--- src/hw/spriteGamePkg.sv ---
// Shared types, keycodes and screen constants for the sprite scene, imported by each module
`default_nettype none

package spriteGamePkg;

    // Upper left corner of a sprite
    typedef struct packed {
        logic [8:0] x;
        logic [8:0] y;
    } spritePosT;

    // Player facing, also the row group in the sprite sheet
    typedef enum logic [1:0] {
        DirDown  = 2'd0,
        DirLeft  = 2'd1,
        DirUp    = 2'd2,
        DirRight = 2'd3
    } spriteDirT;

    typedef enum logic [1:0] {
        LayerNone,
        LayerPlayer,
        LayerTarget
    } layerSelT;

    // Keyboard usage codes for WASD
    localparam logic [7:0] KeyW = 8'd26;
    localparam logic [7:0] KeyS = 8'd22;
    localparam logic [7:0] KeyA = 8'd4;
    localparam logic [7:0] KeyD = 8'd7;

    // Play box limits
    localparam logic [8:0] XMin = 9'd1;
    localparam logic [8:0] XMax = 9'd319;
    localparam logic [8:0] YMin = 9'd52;
    localparam logic [8:0] YMax = 9'd205;

    localparam logic [8:0] PlayerW    = 9'd18;
    localparam logic [8:0] PlayerH    = 9'd20;
    localparam logic [8:0] PlayerStep = 9'd3;
    localparam spritePosT  PlayerStart = '{x: 9'd151, y: 9'd110};

    localparam logic [8:0] TargetW    = 9'd12;
    localparam logic [8:0] TargetH    = 9'd12;
    localparam logic [8:0] TargetStep = 9'd2;
    localparam spritePosT  TargetStart = '{x: 9'd40, y: 9'd60};

    localparam int unsigned RomAddrW = 13;
    localparam logic [RomAddrW-1:0] PlayerFrameWords = RomAddrW'(PlayerW * PlayerH);
    localparam logic [RomAddrW-1:0] TargetRomBase    = 13'd5760;  // After 16 player frames

    localparam int unsigned FramesPerMove = 4;  // Frame edges per move tick

endpackage

`default_nettype wire

--- src/hw/frameTick.sv ---
// Divides the frame strobe into a one-cycle move tick on every fourth rising edge
`timescale 1ns/1ps
`default_nettype none

module frameTick import spriteGamePkg::*;
(
    input  logic Clk,
    input  logic arstN,
    input  logic frameClk,
    output logic moveTick
);

    logic       frameClkQ;
    logic       frameRise;   // Registered rising edge of frameClk
    logic [1:0] frameCount;

    // Edge detect
    always_ff @(posedge Clk or negedge arstN)
    begin
        if (!arstN)
        begin
            frameClkQ <= 1'b0;
            frameRise <= 1'b0;
        end
        else
        begin
            frameClkQ <= frameClk;
            frameRise <= frameClk && !frameClkQ;
        end
    end

    always_ff @(posedge Clk or negedge arstN)
    begin
        if (!arstN)
        begin
            frameCount <= 2'd0;
            moveTick   <= 1'b0;
        end
        else
        begin
            moveTick <= frameRise && (frameCount == 2'(FramesPerMove - 1));
            if (frameRise)
                frameCount <= frameCount + 2'd1;  // Wraps after the last edge of the group
        end
    end

endmodule

`default_nettype wire

--- src/hw/playerSprite.sv ---
// Player sprite steered by WASD keycodes, with pixel test and frame-indexed ROM address
`timescale 1ns/1ps
`default_nettype none

module playerSprite import spriteGamePkg::*;
(
    input  logic                Clk,
    input  logic                arstN,
    input  logic                moveTick,
    input  logic [7:0]          keycode,
    input  logic                attackOn,
    input  logic [8:0]          pixelX,
    input  logic [8:0]          pixelY,
    output spritePosT           playerPos,
    output spriteDirT           playerDir,
    output logic                playerHit,
    output logic [RomAddrW-1:0] playerAddr
);

    logic [8:0]          xMotion;   // Two's complement step
    logic [8:0]          yMotion;
    spriteDirT           nextDir;
    spritePosT           nextPos;
    logic                moving;
    logic [1:0]          stepCount;
    logic [1:0]          frameSub;  // Frame within the facing group
    logic [3:0]          frameIdx;
    logic [8:0]          dx;
    logic [8:0]          dy;

    // Key decode with bounds; a blocked key still turns the player
    always_comb
    begin
        xMotion = 9'd0;
        yMotion = 9'd0;
        nextDir = playerDir;
        case (keycode)
            KeyW:
            begin
                nextDir = DirUp;
                if (playerPos.y > YMin)
                    yMotion = -PlayerStep;
            end
            KeyS:
            begin
                nextDir = DirDown;
                if (playerPos.y + PlayerH < YMax)
                    yMotion = PlayerStep;
            end
            KeyA:
            begin
                nextDir = DirLeft;
                if (playerPos.x > XMin)
                    xMotion = -PlayerStep;
            end
            KeyD:
            begin
                nextDir = DirRight;
                if (playerPos.x + PlayerW < XMax)
                    xMotion = PlayerStep;
            end
            default:
            begin
                nextDir = playerDir;  // Unknown key, stand still
            end
        endcase
    end

    assign moving    = (xMotion != 9'd0) || (yMotion != 9'd0);
    assign nextPos.x = playerPos.x + xMotion;
    assign nextPos.y = playerPos.y + yMotion;

    always_ff @(posedge Clk or negedge arstN)
    begin
        if (!arstN)
        begin
            playerPos <= PlayerStart;
            playerDir <= DirDown;
        end
        else if (moveTick)
        begin
            playerPos <= nextPos;
            playerDir <= nextDir;
        end
    end

    walkAnimator i_walkAnimator
    (
        .Clk       (Clk),
        .arstN     (arstN),
        .moveTick  (moveTick),
        .moving    (moving),
        .stepCount (stepCount)
    );

    // Pixel inside the player box, upper bound excluded
    assign playerHit = (pixelX >= playerPos.x) && (pixelX < playerPos.x + PlayerW) &&
                       (pixelY >= playerPos.y) && (pixelY < playerPos.y + PlayerH);

    // Attack frame wins over the walk cycle
    always_comb
    begin
        if (attackOn)
            frameSub = 2'd3;
        else if (!stepCount[0])
            frameSub = 2'd0;
        else
            frameSub = {1'b0, stepCount[1]} + 2'd1;
    end

    assign frameIdx = {playerDir, frameSub};  // 4 * facing + sub frame
    assign dx       = pixelX - playerPos.x;
    assign dy       = pixelY - playerPos.y;

    assign playerAddr = RomAddrW'(dx) + RomAddrW'(dy) * RomAddrW'(PlayerW) +
                        PlayerFrameWords * RomAddrW'(frameIdx);

endmodule

`default_nettype wire

--- src/hw/spriteCompositor.sv ---
// Picks the owning layer and ROM address for the current pixel and flags sprite overlap
`timescale 1ns/1ps
`default_nettype none

module spriteCompositor import spriteGamePkg::*;
(
    input  spritePosT           playerPos,
    input  spritePosT           targetPos,
    input  logic                playerHit,
    input  logic                targetHit,
    input  logic [RomAddrW-1:0] playerAddr,
    input  logic [RomAddrW-1:0] targetAddr,
    output layerSelT            layer,
    output logic [RomAddrW-1:0] romAddr,
    output logic                hit
);

    logic xOverlap;
    logic yOverlap;

    // Player is drawn in front of the target
    always_comb
    begin
        if (playerHit)
        begin
            layer   = LayerPlayer;
            romAddr = playerAddr;
        end
        else if (targetHit)
        begin
            layer   = LayerTarget;
            romAddr = targetAddr;
        end
        else
        begin
            layer   = LayerNone;
            romAddr = '0;
        end
    end

    // Box overlap on each axis, half-open intervals
    assign xOverlap = (playerPos.x < targetPos.x + TargetW) &&
                      (targetPos.x < playerPos.x + PlayerW);
    assign yOverlap = (playerPos.y < targetPos.y + TargetH) &&
                      (targetPos.y < playerPos.y + PlayerH);

    assign hit = xOverlap && yOverlap;

endmodule

`default_nettype wire

--- src/hw/spriteScene.sv ---
// Top level of the sprite scene: move tick, player, target and compositor
`timescale 1ns/1ps
`default_nettype none

module spriteScene import spriteGamePkg::*;
(
    input  logic                Clk,
    input  logic                arstN,
    input  logic                frameClk,
    input  logic [7:0]          keycode,
    input  logic                attackOn,
    input  logic [8:0]          pixelX,
    input  logic [8:0]          pixelY,
    output layerSelT            layer,
    output logic [RomAddrW-1:0] romAddr,
    output logic                hit,
    output spritePosT           playerPos,
    output spritePosT           targetPos,
    output spriteDirT           playerDir
);

    logic                moveTick;
    logic                playerHit;
    logic                targetHit;
    logic [RomAddrW-1:0] playerAddr;
    logic [RomAddrW-1:0] targetAddr;

    frameTick i_frameTick
    (
        .Clk      (Clk),
        .arstN    (arstN),
        .frameClk (frameClk),
        .moveTick (moveTick)
    );

    playerSprite i_playerSprite
    (
        .Clk        (Clk),
        .arstN      (arstN),
        .moveTick   (moveTick),
        .keycode    (keycode),
        .attackOn   (attackOn),
        .pixelX     (pixelX),
        .pixelY     (pixelY),
        .playerPos  (playerPos),
        .playerDir  (playerDir),
        .playerHit  (playerHit),
        .playerAddr (playerAddr)
    );

    targetSprite i_targetSprite
    (
        .Clk        (Clk),
        .arstN      (arstN),
        .moveTick   (moveTick),
        .pixelX     (pixelX),
        .pixelY     (pixelY),
        .targetPos  (targetPos),
        .targetHit  (targetHit),
        .targetAddr (targetAddr)
    );

    spriteCompositor i_spriteCompositor
    (
        .playerPos  (playerPos),
        .targetPos  (targetPos),
        .playerHit  (playerHit),
        .targetHit  (targetHit),
        .playerAddr (playerAddr),
        .targetAddr (targetAddr),
        .layer      (layer),
        .romAddr    (romAddr),
        .hit        (hit)
    );

endmodule

`default_nettype wire

--- src/hw/targetSprite.sv ---
// Target sprite bouncing diagonally in the play box, with pixel test and ROM address
`timescale 1ns/1ps
`default_nettype none

module targetSprite import spriteGamePkg::*;
(
    input  logic                Clk,
    input  logic                arstN,
    input  logic                moveTick,
    input  logic [8:0]          pixelX,
    input  logic [8:0]          pixelY,
    output spritePosT           targetPos,
    output logic                targetHit,
    output logic [RomAddrW-1:0] targetAddr
);

    logic       xNeg;       // Per-axis sign, 0 is moving up the axis
    logic       yNeg;
    logic [9:0] xNext;      // {sign, position}
    logic [9:0] yNext;
    logic [8:0] dx;
    logic [8:0] dy;

    // One axis step, reflecting at lo and hi
    function automatic logic [9:0] bounceStep(
        input logic [8:0] pos,
        input logic       neg,
        input logic [8:0] lo,
        input logic [8:0] hi
    );
        logic [9:0] result;
        if (!neg)
        begin
            if (pos + TargetStep > hi)
                result = {1'b1, pos - TargetStep};
            else
                result = {1'b0, pos + TargetStep};
        end
        else
        begin
            // Compare before subtracting so the low edge cannot wrap
            if (pos < lo + TargetStep)
                result = {1'b0, pos + TargetStep};
            else
                result = {1'b1, pos - TargetStep};
        end
        return result;
    endfunction

    assign xNext = bounceStep(targetPos.x, xNeg, XMin, XMax - TargetW);
    assign yNext = bounceStep(targetPos.y, yNeg, YMin, YMax - TargetH);

    always_ff @(posedge Clk or negedge arstN)
    begin
        if (!arstN)
        begin
            targetPos <= TargetStart;
            xNeg      <= 1'b0;
            yNeg      <= 1'b0;
        end
        else if (moveTick)
        begin
            {xNeg, targetPos.x} <= xNext;
            {yNeg, targetPos.y} <= yNext;
        end
    end

    assign targetHit = (pixelX >= targetPos.x) && (pixelX < targetPos.x + TargetW) &&
                       (pixelY >= targetPos.y) && (pixelY < targetPos.y + TargetH);

    assign dx = pixelX - targetPos.x;
    assign dy = pixelY - targetPos.y;

    // Single frame sheet after the player frames
    assign targetAddr = TargetRomBase + RomAddrW'(dx) + RomAddrW'(dy) * RomAddrW'(TargetW);

endmodule

`default_nettype wire

--- src/hw/walkAnimator.sv ---
// Counts consecutive walking move ticks to drive the player's walk cycle
`timescale 1ns/1ps
`default_nettype none

module walkAnimator
(
    input  logic       Clk,
    input  logic       arstN,
    input  logic       moveTick,
    input  logic       moving,
    output logic [1:0] stepCount
);

    always_ff @(posedge Clk or negedge arstN)
    begin
        if (!arstN)
        begin
            stepCount <= 2'd0;
        end
        else if (moveTick)
        begin
            // Standing still for a tick restarts the cycle
            if (moving)
                stepCount <= stepCount + 2'd1;
            else
                stepCount <= 2'd0;
        end
    end

endmodule

`default_nettype wire

--- config.mk ---
export PLATFORM = sky130hd
export DESIGN_NAME = spriteScene
export DESIGN_NICKNAME = d
export VERILOG_FILES = /design/src/hw/spriteGamePkg.sv /design/src/hw/frameTick.sv /design/src/hw/playerSprite.sv /design/src/hw/spriteCompositor.sv /design/src/hw/spriteScene.sv /design/src/hw/targetSprite.sv /design/src/hw/walkAnimator.sv
export SDC_FILE = /design/constraint.sdc
export NUM_CORES = 1
export LEC_CHECK = 0
export BUFFER_PORTS_ARGS = -buffer_cell sky130_fd_sc_hd__buf_2
export CAP_MARGIN = 20
export CORE_MARGIN = 2
export CORE_UTILIZATION = 44
export CTS_CLUSTER_DIAMETER = 30
export DETAILED_ROUTE_END_ITERATION = 8
export SLEW_MARGIN = 5
export SYNTH_ARGS = -nofsm -noshare
export SYNTH_HDL_FRONTEND = slang
export SYNTH_SLANG_ARGS = --single-unit
--- constraint.sdc ---
create_clock -name Clk -period 9.1 [get_ports Clk]
set_input_delay 2.275 -clock Clk [delete_from_list [all_inputs] [get_ports Clk]]
set_output_delay 2.275 -clock Clk [all_outputs]
set_load 0.005 [all_outputs]
# ---- Word level (Yosys, flattened, before mapping)
# Cells that the tools add are included.
dict set report op_classes {
  n_addsub 21
  mul 3
  n_lt_le_gt_ge 20
  n_eq_ne 5
  mux 20
  reduce_logical 17
}
# cell count
set op_table {}
lappend op_table {{$lt A9 B9 Y1} 8}
lappend op_table {{$mux W10} 6}
lappend op_table {{$ge A9 B9 Y1} 4}
lappend op_table {{$pmux W9 S2} 2}
lappend op_table {{$sub A9 B9 Y9} 4}
lappend op_table {{$add A13 B13 Y13} 2}
lappend op_table {{$mux W13} 2}
lappend op_table {{$add A9 B2 Y9 const B} 2}
lappend op_table {{$add A9 B4 Y9 const B} 2}
lappend op_table {{$add A9 B5 Y9 const B} 2}
lappend op_table {{$add A9 B9 Y9} 2}
lappend op_table {{$mux W9} 2}
lappend op_table {{$reduce_bool A9 Y1} 2}
lappend op_table {{$sub A9 B2 Y9 const B} 2}
lappend op_table {{$eq A8 B3 Y1 const B} 2}
lappend op_table {{$eq A8 B5 Y1 const B} 2}
lappend op_table {{$mux W2} 7}
lappend op_table {{$add A13 B9 Y13 const A} 1}
lappend op_table {{$add A9 B13 Y13} 1}
lappend op_table {{$mul A9 B4 Y12 const B} 1}
lappend op_table {{$logic_and A1 B1 Y1} 11}
lappend op_table {{$mul A9 B2 Y11 const B} 1}
lappend op_table {{$mul A6 B4 Y10 const A} 1}
lappend op_table {{$gt A9 B1 Y1 const B} 1}
lappend op_table {{15 further kinds} 16}
dict set report totals {
  regBits 47
  in_bits 30
  output_inout_bits 54
  elab_cells 98
}

# ---- Depth between registers and ports, before layout
# Gate-level depths: netlist of run 1.
dict set report logic_depth {
  ltp_word 7
  ltp_mapped 22
  ltp_nobuf 22
}

# ---- Cells and area by module
# From an unflattened synthesis of run 1, not the netlist that was laid out.
dict set report hier_totals {
  hier_cells 1060
  area_unflattened_um2 9014.9
}
# mod n_inst cells_each area_per_inst_um2 seq_area_each_um2
set modules_own_cells {}
lappend modules_own_cells {playerSprite 1 492 4179.0 513.0}
lappend modules_own_cells {targetSprite 1 398 3350.7 457.9}
lappend modules_own_cells {spriteCompositor 1 152 1217.4 0.0}
lappend modules_own_cells {frameTick 1 10 175.2 125.1}
lappend modules_own_cells {walkAnimator 1 8 92.6 50.0}

# ---- Worst setup path before layout of run 1
# OpenSTA, ideal clock, no wires.
dict set report synth_timing {
  kind {input to output}
  from {in pixelY[0]}
  to {out romAddr[11]}
  arrival_ns 6.262
  t_required_ns 6.825
  slack_ns 0.563
  path_stages 21
  path_buffers 0
  path_cell_list {inv_1 -> ha_1 -> inv_1 -> fa_1 -> a21o_1 -> a21oi_1 -> xnor2_1 -> ha_1 -> ha_1 -> fa_1 -> inv_1 -> fa_1 -> inv_1 -> ha_1 -> o21a_1 -> a21oi_1 -> o21bai_1 -> a21oi_1 -> o21ai_0 -> xnor2_1 -> o22ai_1}
}
dict set report synth_via {
  elab_chain_len 5
  elab_cells_between_ends 17
  cone_classes {add/sub (5); mul (2); order compare (4); mux (2); reduce/logical (4)}
}
# item line
set synth_lines {}
lappend synth_lines {{start, declared} spriteScene.sv:13} ;# input logic [8:0] pixelY,
lappend synth_lines {{$sub A9 B9 Y9 (tied with other cells)} playerSprite.sv:113} ;# assign dy = pixelY - playerPos.y;
lappend synth_lines {{$mul A9 B4 Y12 (tied with other cells)} playerSprite.sv:115} ;# assign playerAddr = RomAddrW'(dx) + RomAddrW'(dy) * RomAddrW'(PlayerW) +
lappend synth_lines {{$add A9 B13 Y13 (tied with other cells)} playerSprite.sv:115}
lappend synth_lines {{$add A13 B13 Y13 / $mux W13 (equally long branches)} {playerSprite.sv:115, spriteCompositor.sv:29}}
lappend synth_lines {{$mux W13 *} spriteCompositor.sv:24} ;# if (playerHit)
lappend synth_lines {{end, declared} spriteScene.sv:15} ;# output logic [RomAddrW-1:0] romAddr,
# Mark *: on every way between the ends. The rest lies on a longest branch, timed or not.

# ---- Final worst setup path of run 1
dict set report layout_timing {
  from {in pixelY[0]}
  to {out romAddr[12]}
}
# The elaborated chain is that of the path after synthesis.

==> parameters.txt, run 1 <==
Parameter                              Value

Final layout
  Non-Filler Instances ... 1,301
  Fraction of final layout cells sized beyond drive strength 1 ... 14.5%
  Number of nets in the layout ... 1,305
  Most common cell after layout, fill and taps aside ... sky130_fd_sc_hd__ha_1
  Flip-flop and latch area ... 1150 µm²
  Layout Area Growth over Synthesis ... 10.4%
  Filler cell count in the final layout ... 1,842
  Number of inserted diodes ... 0
  Area of the multi-input gates ... between 6000 and 7000 µm²
  Utilization of the core after routing ... 49.4%
  Most frequent cells in the layout ... 186 x sky130_fd_sc_hd__ha_1, 104 x sky130_fd_sc_hd__inv_1, 81 x sky130_fd_sc_hd__buf_2, 76 x sky130_fd_sc_hd__xnor2_1, 69 x sky130_fd_sc_hd__o21ai_0

Timing
  Period utilization ... 97.1%
  Clock Skew ... ~0.0037 ns
  Hold violation total from the final report ... 0
  Final period demand of the worst path ... 8.83 ns
  Final count of pins violating max slew ... 0
  Final-layout setup total negative slack ... 0 ns
  Tightest Pin Transition ... 1.06 ns
  Highest achievable clock rate ... between 100 and 150 MHz
  Number of setup violations in the final report ... 0
  Worst slew margin relative to its limit ... between 20% and 30%
  Final Worst Setup Slack ... around 0.27 ns

CTS
  CTS max path bufs ... 2
  Htree depth ... 2
  Clk_lat worst skew ... about 0.30 ns
  Total CTS buffers ... 5
  Clock net sink count ... 45
  Number of buffers inserted by hold repair at cts ... 0
  CTS tree ... yes
  Root buffer cell ... sky130_fd_sc_hd__clkbuf_16
  Clock transition at the register clock pins on the worst setup and hold paths after CTS ... 0.07 ns

Synth
  Synth async-reset ratio ... between 90% and 100%
  Post-synthesis sequential area ratio ... 13.7%
  Dominant cell type by area after synthesis ... sky130_fd_sc_hd__ha_1
  Syn avg cell area ... 8.43 µm²
  Cell count after synthesis ... a little under 1,000
  Post-synth EDFFs ... 0
  Count of unique library cells instantiated by Yosys ... between 70 and 80
  Largest cells by area after synthesis ... sky130_fd_sc_hd__ha_1 28%, sky130_fd_sc_hd__dfrtp_1 8.7%, sky130_fd_sc_hd__xnor2_1 8.1%
  Yosys Warn Count ... 0
  Synth top area share ... between 20% and 30%
  Top FF cell, synth ... sky130_fd_sc_hd__dfrtp_1
  Synthesized area ... about 8400 µm²
  Post-synthesis sequential element count ... 45

GRT
  Total congestion overflow after global routing ... 0
  GRT Max-Usage Layer ... met2
  Initial antenna violation count ... 1
  Met1 Usage GRT ... 31.3%
  Met2 Resource Use GR ... 34.7%
  Number of global-route vias before repair ... 6,939
  Total global routing track utilization ... between 20 and 25%
  Largest net degree at the start of global routing ... 51
  First-pass GRT wire length ... 34.9 mm
  Global routing met3 resource utilization ... 1.82%

Setup path
  Cells on worst reg2reg path ... 18
  Slack of the worst reg-to-reg path ... roughly 5 ns
  RR Endpoint ... i_playerSprite.playerPos[8]
  Critical Path Source Type ... input port
  Critical path arrival ... about 6.6 ns
  Max FO, Critical Path ... 3
  Worst Setup Path Type ... in2out
  Element type at the critical path end ... primary output
  Crit path required time ... just under 7 ns
  RR Startpoint ... i_playerSprite.playerPos[3]

Route
  Length of the first detailed-routing pass in iterations ... 5
  Remaining antenna violation count ... 0
  Detailed Route WL ... 21.1 mm
  Vias/cell ... 5.46
  Via total after detailed routing ... about 7,000
  Remaining DRCs ... 0
  Average wire per standard cell ... 16.2 µm
  DRT iter0 DRCs ... 330

Floorplan
  DIE HEIGHT ... around 140 µm
  Total core area ... 18,700 µm²
  Initial Utilization ... 44.7%
  # rows ... 50
  Die area ... 20,100 µm²
  Count of boundary I/O pins ... 84
  Horiz. Die Dim ... 142 µm

Placement
  Worst setup slack after placement ... -0.0537 ns
  HPWL after detailed placement ... 17.8 mm
  Routability Congestion ... about 0.9
  Placed Cells ... 1,292
  Number of buffer cells added on primary ports ... 81

Worst hold path
  Hold Path Sink ... i_frameTick.frameRise
  Hold Crit Start ... i_frameTick.frameClkQ
  Min-Delay Path Class ... reg2reg
  Worst hold stages ... 1

Flow run
  Max Cap Violations ... 0

Status
  Status ... completed
==> layer usage <==
metal	part of all wire (%)	up-vias	wire length (µm)
met5	0.038	-	8
met1	51	3271	10800
li1	-	3680	-
met4	1.6	2	343
met3	3.5	21	729
met2	44	131	9240
==> critical path, cell delays in order <==
cell	delay, ns
sky130_fd_sc_hd__buf_2	0.12
sky130_fd_sc_hd__inv_1	0.06
sky130_fd_sc_hd__ha_1	0.16
sky130_fd_sc_hd__inv_1	0.06
sky130_fd_sc_hd__fa_2	0.35
sky130_fd_sc_hd__a21o_1	0.20
sky130_fd_sc_hd__a21oi_4	0.17
sky130_fd_sc_hd__xnor2_2	0.14
sky130_fd_sc_hd__ha_1	0.25
sky130_fd_sc_hd__ha_1	0.23
sky130_fd_sc_hd__fa_1	0.48
sky130_fd_sc_hd__inv_1	0.05
sky130_fd_sc_hd__fa_1	0.49
sky130_fd_sc_hd__inv_1	0.06
sky130_fd_sc_hd__ha_4	0.27
sky130_fd_sc_hd__nor2b_1	0.13
sky130_fd_sc_hd__o21a_1	0.18
sky130_fd_sc_hd__nor4_2	0.06
sky130_fd_sc_hd__o41ai_2	0.36
sky130_fd_sc_hd__xnor2_1	0.16
sky130_fd_sc_hd__o22ai_1	0.10
sky130_fd_sc_hd__buf_2	0.16
==> per-stage QoR <==
stage	hold WS, ns	area [µm²]
after floorplan	0.378	8370
after global placement	0.381	8970
after detailed placement	0.394	8970
after CTS	0.404	9150
after global routing	0.414	9240
final	0.397	9240
==> cells by family (layout without fill, tap and decap cells) <==
kind of cell / after synthesis / after routing / share of synthesized area [%]
muxes: 10 / 10 / 1.24
other: 1 / 2 / 0.0448
adders and majority gates: 209 / 209 / 33.0
buffers and inverters: 127 / 200 / 6.32
and+or+nand+nor: 228 / 228 / 13.8
xor gates and xnor gates: 112 / 112 / 11.8
DFF: 45 / 45 / 13.7
AOI/OAI and AO/OA: 261 / 261 / 20.1
==> worst max path at each step <==
stage / from / end / slack, ns / cells after the start
after global placement: pixelY[0] / romAddr[12] / 0.09 / 23
after global routing: pixelY[2] / romAddr[12] / -0.002 / 21
after detailed placement: pixelY[0] / romAddr[12] / -0.05 / 22
after floorplan: pixelY[0] / romAddr[11] / 0.56 / 21
final: pixelY[0] / romAddr[12] / 0.27 / 22
after CTS: pixelY[0] / romAddr[12] / 0.04 / 23
==> synth_stat cells (22+ instances only) <==
library cell,number
sky130_fd_sc_hd__a21oi_1,68
sky130_fd_sc_hd__nand2_1,46
sky130_fd_sc_hd__a21o_1,23
sky130_fd_sc_hd__nor2_1,60
sky130_fd_sc_hd__nor2b_1,22
sky130_fd_sc_hd__dfrtp_1,29
sky130_fd_sc_hd__inv_1,104
sky130_fd_sc_hd__xor2_1,34
sky130_fd_sc_hd__nor3_1,23
sky130_fd_sc_hd__o21ai_0,70
sky130_fd_sc_hd__xnor2_1,77
sky130_fd_sc_hd__ha_1,189
==> area by class of cell <==
type / count / area share (%)
Tap cell: 234 / 3.17
Sequential cell: 45 / 12.4
Multi-Input combinational cell: 822 / 73.5
Clock inverter: 2 / 0.420
Timing Repair Buffer: 87 / 4.87
Clock buffer: 6 / 1.39
Inverter: 105 / 4.26
==> what timing repair did <==
action,in CTS,in global routing
resized for setup,2,13
hold endpoints to repair,0,0
setup endpoints to repair,1,4
pin swaps,0,7
buffers inserted,0,1
==> registers in the layout (all words and copies together) (netlist names) <==
| name | count |
|---|---|
| i_targetSprite.yNeg | 1 |
| i_frameTick.frameRise | 1 |
| i_frameTick.frameCount | 2 |
| i_targetSprite.xNeg | 1 |
| i_frameTick.moveTick | 1 |
| i_targetSprite.targetPos | 16 |
| i_playerSprite.playerPos | 18 |
| i_frameTick.frameClkQ | 1 |
| i_playerSprite.playerDir | 2 |
| i_playerSprite.i_walkAnimator.stepCount | 2 |
Power of run 1 is not shown: default switching activity piles up to over one toggle a cycle in this logic, so the estimate is an artifact.
==> inputs of run 2 (changes only) <==
Clock period 9.1 ns to 9.5 ns, I/O delays scaled along.
==> run 2 against run 1 <==
Net effect:
- register-to-register slack improved by 0.40 ns
- worst hold slack improved by 0.0085 ns
- wire length fell by 0.84%
- die area did not move
- worst setup slack improved by 0.041 ns
- sequential cell count did not move
- non-clock buffer count fell by 3
- first-iteration DRC count rose by 5.8%
- clock skew rose by 0.0035 ns
- cell count fell by 0.23%
- core utilization fell by 0.52 points
- critical path type unchanged
- highest routed layer is now met4
==> parameters.txt, run 2 (synthesized netlist as in run 1, its figures left out) <==
Parameter                              Value

Route
  Remaining antenna violation count ... 0 (unchanged)
  Detailed Route WL ... 20.9 mm (-0.84%)
  Length of the first detailed-routing pass in iterations ... 5 (unchanged)
  Via total after detailed routing ... 7,150 (+0.63%)
  DRT iter0 DRCs ... 349 (+5.8%)
  Vias/cell ... 5.51 (+0.87%)
  Remaining DRCs ... 0 (unchanged)
  Average wire per standard cell ... 16.1 µm (-0.61%)

Final layout
  Top Registers ... i_playerSprite.playerPos x18, i_targetSprite.targetPos x16
  Largest register by flop count ... i_playerSprite.playerPos
  Number of nets in the layout ... 1,302 (-0.23%)
  Fraction of final layout cells sized beyond drive strength 1 ... 13.3% (-1.2 points)
  Post-route cell area ... 9150 µm² (-1.1%)
  Most frequent cells in the layout ... 189 x sky130_fd_sc_hd__ha_1, 104 x sky130_fd_sc_hd__inv_1, 81 x sky130_fd_sc_hd__buf_2, 77 x sky130_fd_sc_hd__xnor2_1, 70 x sky130_fd_sc_hd__o21ai_0
  Most common cell after layout, fill and taps aside ... sky130_fd_sc_hd__ha_1
  Number of inserted diodes ... 0 (unchanged)
  Layout Area Growth over Synthesis ... 9.25%
  Filler cell count in the final layout ... 1,842 (unchanged)
  Utilization of the core after routing ... 48.9% (-0.52 points)
  Flip-flop count of the largest register after layout ... 18 (unchanged)

Setup path
  Critical path arrival ... 6.82 ns (+0.26 ns)
  Max FO, Critical Path ... 3 (unchanged)
  Critical path's top delay family ... adder cells
  Critical-path cell list ... buf_2 -> inv_1 -> ha_1 -> inv_1 -> fa_1 -> a21o_1 -> a21oi_2 -> xnor2_1 -> ha_1 -> ha_1 -> fa_1 -> inv_1 -> fa_1 -> inv_1 -> ha_1 -> o21a_1 -> a21oi_1 -> o21bai_1 -> a21oi_1 -> o21ai_0 -> xnor2_1 -> o22ai_1 -> buf_2
  Worst stage delay on the critical path ... 0.49 ns (about the same)
  Critical Path Slowest Stage Cell ... sky130_fd_sc_hd__fa_1
  Crit path required time ... 7.13 ns (+0.30 ns)
  Element type at the critical path end ... primary output
  Buffer and inverter count on the worst path ... 6 (unchanged)
  Worst Setup Path Type ... in2out
  Critical Path Source Type ... input port

Timing
  Final count of pins violating max slew ... 0 (unchanged)
  Worst slew margin relative to its limit ... 26.6% (-1.6 points)
  Tightest Pin Transition ... 1.09 ns (+0.0244 ns)
  Final period demand of the worst path ... 9.19 ns
  Number of setup violations in the final report ... 0 (unchanged)
  Hold violation total from the final report ... 0 (unchanged)
  Period utilization ... 96.8%
  Final Worst Setup Slack ... 0.308 ns (+0.0410 ns)
  Highest achievable clock rate ... roughly 110 MHz
  Setup repair after global routing missed its margin ... false
  Final-layout setup total negative slack ... 0 ns (unchanged)
  Clock Skew ... 0.00717 ns (+0.00350 ns)

Floorplan
  Count of boundary I/O pins ... 84 (unchanged)
  Horiz. Die Dim ... 142 µm (unchanged)
  DIE HEIGHT ... 142 µm (unchanged)
  # rows ... 50 (unchanged)
  Die area ... 20,100 µm² (unchanged)
  Total core area ... 18,700 µm² (unchanged)
  Initial Utilization ... 44.7% (unchanged)

GRT
  Initial antenna violation count ... 0 (-1)
  First-pass GRT wire length ... 34.4 mm (-1.4%)
  Total congestion overflow after global routing ... 0 (unchanged)
  Total global routing track utilization ... 21.3% (-0.24 points)
  Number of global-route vias before repair ... 6,718 (-3.2%)
  Largest net degree at the start of global routing ... 51 (unchanged)

CTS
  Number of buffers inserted by hold repair at cts ... 0 (unchanged)
  CTS max path bufs ... 2 (unchanged)
  Root buffer cell ... sky130_fd_sc_hd__clkbuf_16
  Htree depth ... 2 (unchanged)
  Total CTS buffers ... 5 (unchanged)
  Clock net sink count ... 45 (unchanged)
  Post_cts resized ... 0 (-2)
  Clock transition at the register clock pins on the worst setup and hold paths after CTS ... 0.06 ns (about the same)
  CTS tree ... yes
  Clk_lat worst skew ... 0.30 ns (about the same)
  Setup bufs post-CTS ... 0 (unchanged)

Placement
  Routability Congestion ... 0.898 (about the same)
  Worst setup slack after placement ... 0.185 ns (+0.239 ns)
  Number of buffer cells added on primary ports ... 81 (unchanged)
  Post-Place Cell Area ... 8960 µm² (-0.17%)
  HPWL after detailed placement ... 17.8 mm (+0.22%)

Worst hold path
  Min-Delay Path Class ... reg2reg

Flow run
  Max Cap Violations ... 0 (unchanged)

Status
  Status ... completed
## run 2: cell types whose count changed in the layout (fill, tap and decap cells not counted), moves of 3 or more
| cell | before | now |
|---|---|---|
| sky130_fd_sc_hd__a21oi_2 | 5 | 2 |
| sky130_fd_sc_hd__ha_4 | 3 | 0 |
| sky130_fd_sc_hd__ha_1 | 186 | 189 |
| sky130_fd_sc_hd__buf_4 | 6 | 3 |
| sky130_fd_sc_hd__a21oi_1 | 63 | 67 |
## run 2: through the flow
step                instances  hold WS, ns
floorplan                 994        0.378
global placement         1290        0.383
detailed placement       1290        0.401
CTS                      1298        0.411
global route             1298        0.418
finish                   1298        0.406
## run 2: per-layer routing
layer	GRT usage (%)	up-vias	share of wire [%]
met5	0	-	0
met4	4.63	0	1.7
met3	1.82	22	4.0
met2	34.1	167	43
met1	31.3	3302	51
li1	-	3659	-
## run 2: cell type report
cell class,instances,area (µm²),share of cell area (%)
sequential,45,1150,12.5
multi-input combinational,822,6720,73.4
inverter,105,394,4.31
clock buffer,6,129,1.41
clock inverter,2,38.8,0.424
tap,234,293,3.20
timing repair buffer,84,428,4.68
## run 2: final timing paths
kind / from / to / slack (ns) / cells past startpoint
setup / recovery: pixelY[0] / romAddr[11] / 0.31 / 23
max in group asynchronous: arstN / i_playerSprite.i_walkAnimator.stepCount[1] / 6.92 / 2
hold reg to reg: i_frameTick.frameClkQ / i_frameTick.frameRise / 0.41 / 1
min in group asynchronous: arstN / i_targetSprite.targetPos[10] / 2.15 / 2
setup reg to reg: i_playerSprite.playerPos[3] / i_playerSprite.playerPos[8] / 5.38 / 18
hold / removal: i_frameTick.frameClkQ / i_frameTick.frameRise / 0.41 / 1
## run 2: worst reg2reg max path, stage by stage, from the launching register on
cell                      delay (ns)
sky130_fd_sc_hd__dfstp_2        0.63
sky130_fd_sc_hd__inv_1          0.13
sky130_fd_sc_hd__ha_1           0.38
sky130_fd_sc_hd__o31ai_1        0.32
sky130_fd_sc_hd__nor2_1         0.07
sky130_fd_sc_hd__o21ai_0        0.20
sky130_fd_sc_hd__a41oi_2        0.32
sky130_fd_sc_hd__or2_2          0.40
sky130_fd_sc_hd__ha_1           0.20
sky130_fd_sc_hd__inv_1          0.07
sky130_fd_sc_hd__fa_1           0.20
sky130_fd_sc_hd__nor2b_1        0.05
sky130_fd_sc_hd__o21ai_0        0.22
sky130_fd_sc_hd__a21oi_1        0.12
sky130_fd_sc_hd__o21ai_0        0.23
sky130_fd_sc_hd__a21oi_1        0.12
sky130_fd_sc_hd__xnor2_1        0.14
sky130_fd_sc_hd__nor2_1         0.07
sky130_fd_sc_hd__xnor2_1        0.15
Power of run 2 is left out for the same reason.
